==> src/verilog/uart_pkg.sv <==
package uart_pkg;

  localparam int CMD_WIDTH  = 16;
  localparam int READ_WIDTH = 8;
  localparam int CLK_HZ     = 50_000_000;
  localparam int BAUD       = 3_125_000;
  localparam int BAUD_DIV   = CLK_HZ / BAUD;  // 16 clocks per bit
  localparam int HALF_DIV   = BAUD_DIV / 2;   // mid-bit
  localparam int FRAME_BITS = 11;             // start, 8 data, parity, stop

  localparam int BAUD_CNT_W = $clog2(BAUD_DIV);
  localparam int BIT_CNT_W  = $clog2(FRAME_BITS + 1);

  //////////////////////////////////////////////////////////////////////
  // state codes

  localparam logic [2:0] SPL_IDLE    = 3'd0;
  localparam logic [2:0] SPL_SEND_HI = 3'd1;
  localparam logic [2:0] SPL_WAIT_HI = 3'd2;
  localparam logic [2:0] SPL_SEND_LO = 3'd3;
  localparam logic [2:0] SPL_WAIT_LO = 3'd4;

  localparam logic [1:0] TX_IDLE = 2'd0;
  localparam logic [1:0] TX_LOAD = 2'd1;
  localparam logic [1:0] TX_SEND = 2'd2;
  localparam logic [1:0] TX_HOLD = 2'd3;  // frame done, req still up

  localparam logic [1:0] RX_IDLE  = 2'd0;
  localparam logic [1:0] RX_START = 2'd1;
  localparam logic [1:0] RX_DATA  = 2'd2;

  // host word, or the two bytes sent on the line
  typedef union packed {
    logic [CMD_WIDTH-1:0] raw;
    struct packed {
      logic [READ_WIDTH-1:0] hi;
      logic [READ_WIDTH-1:0] lo;
    } bytes;
  } cmd_word_u;

endpackage
==> src/verilog/uart_bridge.sv <==
`timescale 1ns/1ps

module uart_bridge (
  input  logic                            clk,
  input  logic                            rst_n,
  input  logic [uart_pkg::CMD_WIDTH-1:0]  cmd_in,
  input  logic                            cmd_vld,
  output logic                            cmd_rdy,
  input  logic                            rx,
  output logic                            tx,
  output logic                            read_rdy,
  output logic [uart_pkg::READ_WIDTH:0]   read_data
);

  // splitter to transmitter, four-phase
  logic                            byte_req;
  logic                            byte_ack;
  logic [uart_pkg::READ_WIDTH-1:0] byte_data;

  cmd_splitter u_splitter (
    .clk       (clk),
    .rst_n     (rst_n),
    .cmd_in    (cmd_in),
    .cmd_vld   (cmd_vld),
    .cmd_rdy   (cmd_rdy),
    .byte_req  (byte_req),
    .byte_ack  (byte_ack),
    .byte_data (byte_data)
  );

  frame_tx u_tx (
    .clk       (clk),
    .rst_n     (rst_n),
    .byte_req  (byte_req),
    .byte_ack  (byte_ack),
    .byte_data (byte_data),
    .tx        (tx)
  );

  frame_rx u_rx (
    .clk       (clk),
    .rst_n     (rst_n),
    .rx        (rx),
    .read_rdy  (read_rdy),
    .read_data (read_data)
  );

endmodule

==> src/verilog/frame_rx.sv <==
`timescale 1ns/1ps

module frame_rx (
  input  logic                          clk,
  input  logic                          rst_n,
  input  logic                          rx,
  output logic                          read_rdy,
  output logic [uart_pkg::READ_WIDTH:0] read_data
);

  logic                            rx_s1;
  logic                            rx_s2;
  logic                            rx_d;
  logic [1:0]                      state;
  logic [uart_pkg::BAUD_CNT_W-1:0] baud_cnt;
  logic [uart_pkg::BIT_CNT_W-1:0]  bit_cnt;
  logic [uart_pkg::READ_WIDTH:0]   rx_shift;  // parity above data
  logic                            start_edge;
  logic                            half_hit;
  logic                            bit_hit;
  logic                            stop_slot;
  logic                            parity_err;

  assign start_edge = rx_d & ~rx_s2;
  assign half_hit   = baud_cnt == (uart_pkg::BAUD_CNT_W)'(uart_pkg::HALF_DIV - 1);
  assign bit_hit    = baud_cnt == (uart_pkg::BAUD_CNT_W)'(uart_pkg::BAUD_DIV - 1);
  assign stop_slot  = bit_cnt == (uart_pkg::BIT_CNT_W)'(uart_pkg::READ_WIDTH + 1);
  assign parity_err = ~^rx_shift;  // odd count of ones is good

  // two-flop sync plus edge history, line idles high
  always_ff @(posedge clk or negedge rst_n) begin
    if (!rst_n) begin
      rx_s1 <= 1'b1;
      rx_s2 <= 1'b1;
      rx_d  <= 1'b1;
    end else begin
      rx_s1 <= rx;
      rx_s2 <= rx_s1;
      rx_d  <= rx_s2;
    end
  end

  always_ff @(posedge clk) begin
    if (state == uart_pkg::RX_DATA && bit_hit && !stop_slot) begin
      rx_shift <= {rx_s2, rx_shift[uart_pkg::READ_WIDTH:1]};  // lsb arrives first
    end
  end

  always_ff @(posedge clk) begin
    if (state == uart_pkg::RX_DATA && bit_hit && stop_slot && rx_s2) begin
      read_data <= {parity_err, rx_shift[uart_pkg::READ_WIDTH-1:0]};
    end
  end

  //////////////////////////////////////////////////////////////////////
  // frame sampling

  always_ff @(posedge clk or negedge rst_n) begin
    if (!rst_n) begin
      state    <= uart_pkg::RX_IDLE;
      baud_cnt <= '0;
      bit_cnt  <= '0;
      read_rdy <= 1'b0;
    end else begin
      read_rdy <= 1'b0;
      case (state)
        uart_pkg::RX_IDLE: begin
          if (start_edge) begin
            baud_cnt <= '0;
            state    <= uart_pkg::RX_START;
          end
        end
        uart_pkg::RX_START: begin
          if (half_hit) begin
            baud_cnt <= '0;
            bit_cnt  <= '0;
            // glitch if the line is back high
            state    <= rx_s2 ? uart_pkg::RX_IDLE : uart_pkg::RX_DATA;
          end else begin
            baud_cnt <= baud_cnt + 1'b1;
          end
        end
        uart_pkg::RX_DATA: begin
          if (bit_hit) begin
            baud_cnt <= '0;
            if (stop_slot) begin
              read_rdy <= rx_s2;  // low stop drops the frame
              state    <= uart_pkg::RX_IDLE;
            end else begin
              bit_cnt <= bit_cnt + 1'b1;
            end
          end else begin
            baud_cnt <= baud_cnt + 1'b1;
          end
        end
        default: state <= uart_pkg::RX_IDLE;
      endcase
    end
  end

endmodule

==> src/verilog/frame_tx.sv <==
`timescale 1ns/1ps

module frame_tx (
  input  logic                            clk,
  input  logic                            rst_n,
  input  logic                            byte_req,
  output logic                            byte_ack,
  input  logic [uart_pkg::READ_WIDTH-1:0] byte_data,
  output logic                            tx
);

  logic [1:0]                        state;
  logic [uart_pkg::READ_WIDTH-1:0]   data_q;
  logic [uart_pkg::FRAME_BITS-1:0]   shift_q;
  logic [uart_pkg::BAUD_CNT_W-1:0]   baud_cnt;
  logic [uart_pkg::BIT_CNT_W-1:0]    bit_cnt;
  logic                              baud_last;
  logic                              frame_end;

  assign baud_last = baud_cnt == (uart_pkg::BAUD_CNT_W)'(uart_pkg::BAUD_DIV - 1);
  assign frame_end = bit_cnt == (uart_pkg::BIT_CNT_W)'(uart_pkg::FRAME_BITS);

  always_ff @(posedge clk) begin
    if (state == uart_pkg::TX_IDLE && byte_req && !byte_ack) begin
      data_q <= byte_data;
    end
  end

  // frame word, sent lsb first
  always_ff @(posedge clk) begin
    if (state == uart_pkg::TX_LOAD) begin
      shift_q <= {1'b1, ~^data_q, data_q, 1'b0};  // stop, odd parity, data, start
    end else if (state == uart_pkg::TX_SEND && baud_cnt == '0) begin
      shift_q <= {1'b1, shift_q[uart_pkg::FRAME_BITS-1:1]};
    end
  end

  //////////////////////////////////////////////////////////////////////
  // bit timing

  always_ff @(posedge clk or negedge rst_n) begin
    if (!rst_n) begin
      state    <= uart_pkg::TX_IDLE;
      byte_ack <= 1'b0;
      tx       <= 1'b1;
      baud_cnt <= '0;
      bit_cnt  <= '0;
    end else begin
      case (state)
        uart_pkg::TX_IDLE: begin
          if (byte_req && !byte_ack) begin
            byte_ack <= 1'b1;
            state    <= uart_pkg::TX_LOAD;
          end
        end
        uart_pkg::TX_LOAD: begin
          baud_cnt <= '0;
          bit_cnt  <= '0;
          state    <= uart_pkg::TX_SEND;
        end
        uart_pkg::TX_SEND: begin
          if (baud_cnt == '0 && frame_end) begin
            // stop bit has run its full length
            if (byte_req) begin
              state <= uart_pkg::TX_HOLD;
            end else begin
              byte_ack <= 1'b0;
              state    <= uart_pkg::TX_IDLE;
            end
          end else begin
            if (baud_cnt == '0) begin
              tx <= shift_q[0];  // next bit onto the line
            end
            if (baud_last) begin
              baud_cnt <= '0;
              bit_cnt  <= bit_cnt + 1'b1;
            end else begin
              baud_cnt <= baud_cnt + 1'b1;
            end
          end
        end
        uart_pkg::TX_HOLD: begin
          if (!byte_req) begin
            byte_ack <= 1'b0;
            state    <= uart_pkg::TX_IDLE;
          end
        end
        default: state <= uart_pkg::TX_IDLE;
      endcase
    end
  end

endmodule

==> src/verilog/cmd_splitter.sv <==
`timescale 1ns/1ps

module cmd_splitter (
  input  logic                            clk,
  input  logic                            rst_n,
  input  logic [uart_pkg::CMD_WIDTH-1:0]  cmd_in,
  input  logic                            cmd_vld,
  output logic                            cmd_rdy,
  output logic                            byte_req,
  input  logic                            byte_ack,
  output logic [uart_pkg::READ_WIDTH-1:0] byte_data
);

  logic [2:0]          state;
  uart_pkg::cmd_word_u cmd_q;
  logic                lo_phase;

  // held command, host may move on
  always_ff @(posedge clk) begin
    if (cmd_vld && cmd_rdy) begin
      cmd_q.raw <= cmd_in;
    end
  end

  assign lo_phase  = (state == uart_pkg::SPL_SEND_LO) || (state == uart_pkg::SPL_WAIT_LO);
  assign byte_data = lo_phase ? cmd_q.bytes.lo : cmd_q.bytes.hi;

  //////////////////////////////////////////////////////////////////////
  // four-phase sequencing, high byte first

  always_ff @(posedge clk or negedge rst_n) begin
    if (!rst_n) begin
      state    <= uart_pkg::SPL_IDLE;
      cmd_rdy  <= 1'b1;
      byte_req <= 1'b0;
    end else begin
      case (state)
        uart_pkg::SPL_IDLE: begin
          if (cmd_vld && cmd_rdy) begin
            cmd_rdy  <= 1'b0;
            byte_req <= 1'b1;
            state    <= uart_pkg::SPL_SEND_HI;
          end
        end
        uart_pkg::SPL_SEND_HI: begin
          if (byte_ack) begin
            byte_req <= 1'b0;
            state    <= uart_pkg::SPL_WAIT_HI;
          end
        end
        uart_pkg::SPL_WAIT_HI: begin
          if (!byte_ack) begin  // high frame fully out
            byte_req <= 1'b1;
            state    <= uart_pkg::SPL_SEND_LO;
          end
        end
        uart_pkg::SPL_SEND_LO: begin
          if (byte_ack) begin
            byte_req <= 1'b0;
            state    <= uart_pkg::SPL_WAIT_LO;
          end
        end
        uart_pkg::SPL_WAIT_LO: begin
          if (!byte_ack) begin
            cmd_rdy <= 1'b1;
            state   <= uart_pkg::SPL_IDLE;
          end
        end
        default: state <= uart_pkg::SPL_IDLE;
      endcase
    end
  end

endmodule

==> config.mk <==
export PLATFORM = sky130hd
export DESIGN_NAME = uart_bridge
export DESIGN_NICKNAME = d
export VERILOG_FILES = /design/src/verilog/uart_pkg.sv /design/src/verilog/uart_bridge.sv /design/src/verilog/frame_rx.sv /design/src/verilog/frame_tx.sv /design/src/verilog/cmd_splitter.sv
export SDC_FILE = /design/constraint.sdc
export NUM_CORES = 1
export LEC_CHECK = 0
export BUFFER_PORTS_ARGS = -buffer_cell sky130_fd_sc_hd__buf_4
export CAP_MARGIN = 20
export CORE_AREA = 8 8 88 90
export CTS_BUF_LIST = sky130_fd_sc_hd__clkbuf_4 sky130_fd_sc_hd__clkbuf_8 sky130_fd_sc_hd__clkbuf_16
export DETAILED_ROUTE_END_ITERATION = 16
export DIE_AREA = 0 0 96 98
export PLACE_DENSITY_LB_ADDON = 0.12
export SLEW_MARGIN = 10
export SYNTH_ARGS = -nofsm -noshare
export SYNTH_HDL_FRONTEND = slang
export SYNTH_SLANG_ARGS = --single-unit
==> constraint.sdc <==
create_clock -name clk -period 2.8 [get_ports clk]
set_input_delay 0.84 -clock clk [delete_from_list [all_inputs] [get_ports clk]]
set_output_delay 0.84 -clock clk [all_outputs]
set_load 0.01 [all_outputs]
==> qor.txt <==
Critical path destination - u_rx.state[0]
Antenna-violating nets left - 0
Worst-path clk slew - 0.08 ns
Initial core utilization - 0.558
Synth area leaders - edfxtp_1 (42%), dfrtp_1 (18%), ha_1 (3.8%)
Setup Skew - 0.00413 ns
Chip height - 98 microns
R2r worst-path depth - 6
Max Buffers Root-to-Sink - 2
Synth-to-layout area growth - 14.4%
Switching Fraction - 0.253
Final core utilization - 0.638
Post-DR vias/cell - 5.43
Horiz. Die Dim - 96 microns
Place WS - 0.804 ns
Final nets - 341
Resize count post-CTS - 0
Hold_buf cts - 0
Status - complete, no violations
Drt pass-1 iters - 4
Static leakage - 1.63 nW
Fraction of registers with async set/reset - 0.373
Cell variety after synth - 46
CTS H-Tree Depth - 3
Combinational share of power - 0.134
R2r endpoint - u_rx.state[0]
Placed Area - 3950 sq um
Clock Tree Root - clkbuf_8
Synthesized area per cell - 13.3 sq um
Postcts setup bufs - 0
Number of fill cells - 522
Share of cells above drive strength 1 - 0.203
Total power - 2.51 mW
Synth Instances - 272
Final period util - 0.713
# setup viols final - 0
Total track usage - 0.134
Antenna cell count - 0
Inst Count DP - 379
Most common cell in the netlist - edfxtp_1
VDD IR max - 0.370 mV
Psw - 0.636 mW
# IOs - 32
CTS tree - done
Commonest cells in the netlist - edfxtp_1 (51), dfrtp_1 (26), nand2_1 (20), nor2_1 (17), a22o_1 (14)
Setup slack, reg-to-reg - 0.80 ns
Main synth FF type - edfxtp_1
Maximum fanout along the worst path - 8
Worst Setup End Kind - register
Vias in the first global route - 2,124
PwrDens - 606 nW/um^2
Final hold vios - 0
R2r startpoint - u_rx.state[0]
# clock sinks - 83
Die area - 9410 sq um
Placeable Area - 6490 sq um
WHS - 0.357 ns
Cell Area, Synth - 3620 sq um
Drt wl/cell - 14.5 microns
Initial antenna violation count - 0
Vias post-DR - 2,144
Skew-Pair Late Insertion Delay - 0.35 ns
Post-synthesis sequential area ratio - 0.644
Hold/Removal Path Class - reg -> reg
Final Max Slew Viols - 0
Synth Register Bits - 83
Largest area contributor in the netlist - edfxtp_1
CP arrival - 2.23 ns
Kind of critical path - reg -> reg
RSZ-0062 raised after global routing - no
Cell Count, Final, Fillers Out - 395
Largest net degree at the start of global routing - 32
First-pass GRT wire length - 9800 microns
Synth Warn # - 0
Final wirelength - 5750 microns
Num CTS Buffers - 9
Top-area cell type share of the netlist area - 0.423
Max Cap Viol - 0
Drt drc - 0
Critical path required time - 3.04 ns
Critical path startpoint - u_rx.state[0]
Actual slew at the worst max-slew pin - 0.740 ns
Post-synth EDFFs - 51
Design area - 4140 sq um
HPWL after DPL - 3960 microns
Row count - 30
Reg power frac - 0.534
Setup slack after layout - 0.803 ns
Fmax - 501 MHz
Startpoint types - register
Grt total ovfl - 0
Port bufs - 31
Clock power share - 0.332
Cell-internal power - 1.87 mW
GP Congestion - 0.800
Hold wc startpoint - u_rx.rx_s1
Final Critical Period - 2.00 ns
Rel. slew slack - 0.507
Initial DRC Count - 125
Setup TNS - 0 ns
Post-Syn Nets - 303
## power groups by stage
stage	sequential (mW)	combinational (mW)	clock, mW
after CTS	1.34	0.337	0.862
after global placement	1.36	0.327	0
after global routing	1.34	0.378	0.910
final	1.34	0.336	0.834
after floorplan	1.36	0.254	0
after detailed placement	1.37	0.336	0
## worst max-delay path: stages (launching register included)
cell and delay [ns]:
dfrtp_1 0.42, inv_1 0.11, ha_1 0.30, and4bb_4 0.36, nor3_4 0.06, a221o_2 0.34
mux2_4 0.30
## area by class of cell
| class | count | area (sq um) | area share |
|---|---|---|---|
| sequential | 83 | 2330 | 0.563 |
| multi-input combinational | 171 | 1230 | 0.296 |
| timing repair buffer | 33 | 248 | 0.0598 |
| clock buffer | 9 | 124 | 0.0299 |
| tap | 80 | 100 | 0.0242 |
| clock inverter | 7 | 67.6 | 0.0163 |
| inverter | 12 | 45.0 | 0.0109 |
## state kept, by name, indices dropped and copies added (netlist names), 2 cells and up
signal            flops
u_tx.shift_q         10
u_rx.baud_cnt         4
u_rx.read_data        9
u_tx.state            2
u_tx.data_q           8
u_tx.bit_cnt          4
u_rx.rx_shift         9
u_tx.baud_cnt         4
u_splitter.cmd_q     16
u_rx.bit_cnt          4
u_splitter.state      3
u_rx.state            2
## worst min-delay path by stage
stage	cells past startpoint	endpoint	slack [ns]
after floorplan	0	u_rx.rx_s2	0.35
final	0	u_rx.rx_s2	0.36
after CTS	0	u_rx.rx_s2	0.36
after global placement	0	u_rx.rx_s2	0.35
after global routing	0	u_rx.rx_s2	0.37
after detailed placement	0	u_rx.rx_s2	0.35
## cells by family (layout without fill, tap and decap cells)
group / count (synthesis) / in the layout / synth area share
AO/OA/AOI/OAI: 52 / 52 / 0.0961
XOR/XNOR: 18 / 18 / 0.0435
adder cells (fa/ha/maj): 11 / 11 / 0.0380
buffers and inverters: 18 / 61 / 0.0187
flip-flops: 83 / 83 / 0.644
multiplexers: 13 / 13 / 0.0404
AND/OR/NAND/NOR: 77 / 77 / 0.119
## cell usage in the layout, fill, tap and decap left out, drive strengths merged, types with 2 or more instances in the layout
| cell type | n |
|---|---|
| dfstp | 5 |
| mux2i | 3 |
| clkinv | 3 |
| buf | 33 |
| nand2 | 20 |
| nor4 | 2 |
| a21oi | 10 |
| nand2b | 5 |
| o211ai | 2 |
| inv | 13 |
| a32o | 2 |
| nor3 | 2 |
| nand4 | 2 |
| clkinvlp | 2 |
| edfxtp | 51 |
| nand3b | 2 |
| xnor2 | 13 |
| nand3 | 11 |
| xor2 | 5 |
| mux2 | 10 |
| nor2b | 3 |
| and3 | 3 |
| a22o | 14 |
| o21ai | 18 |
| and2 | 2 |
| dfrtp | 26 |
| nor2 | 18 |
| clkbuf | 9 |
| nor3b | 2 |
| ha | 11 |
## metal layers
metal  share of wire  global-route usage  vias up  wire, microns
li1                -                   -     1070              -
met1            0.48               0.179     1019           2750
met2            0.46               0.190       45           2630
met3           0.039              0.0430       10            224
met4           0.023              0.0686        0            133
met5               0                   0        -              0
Note: power is estimated with default switching activity, not from simulation.
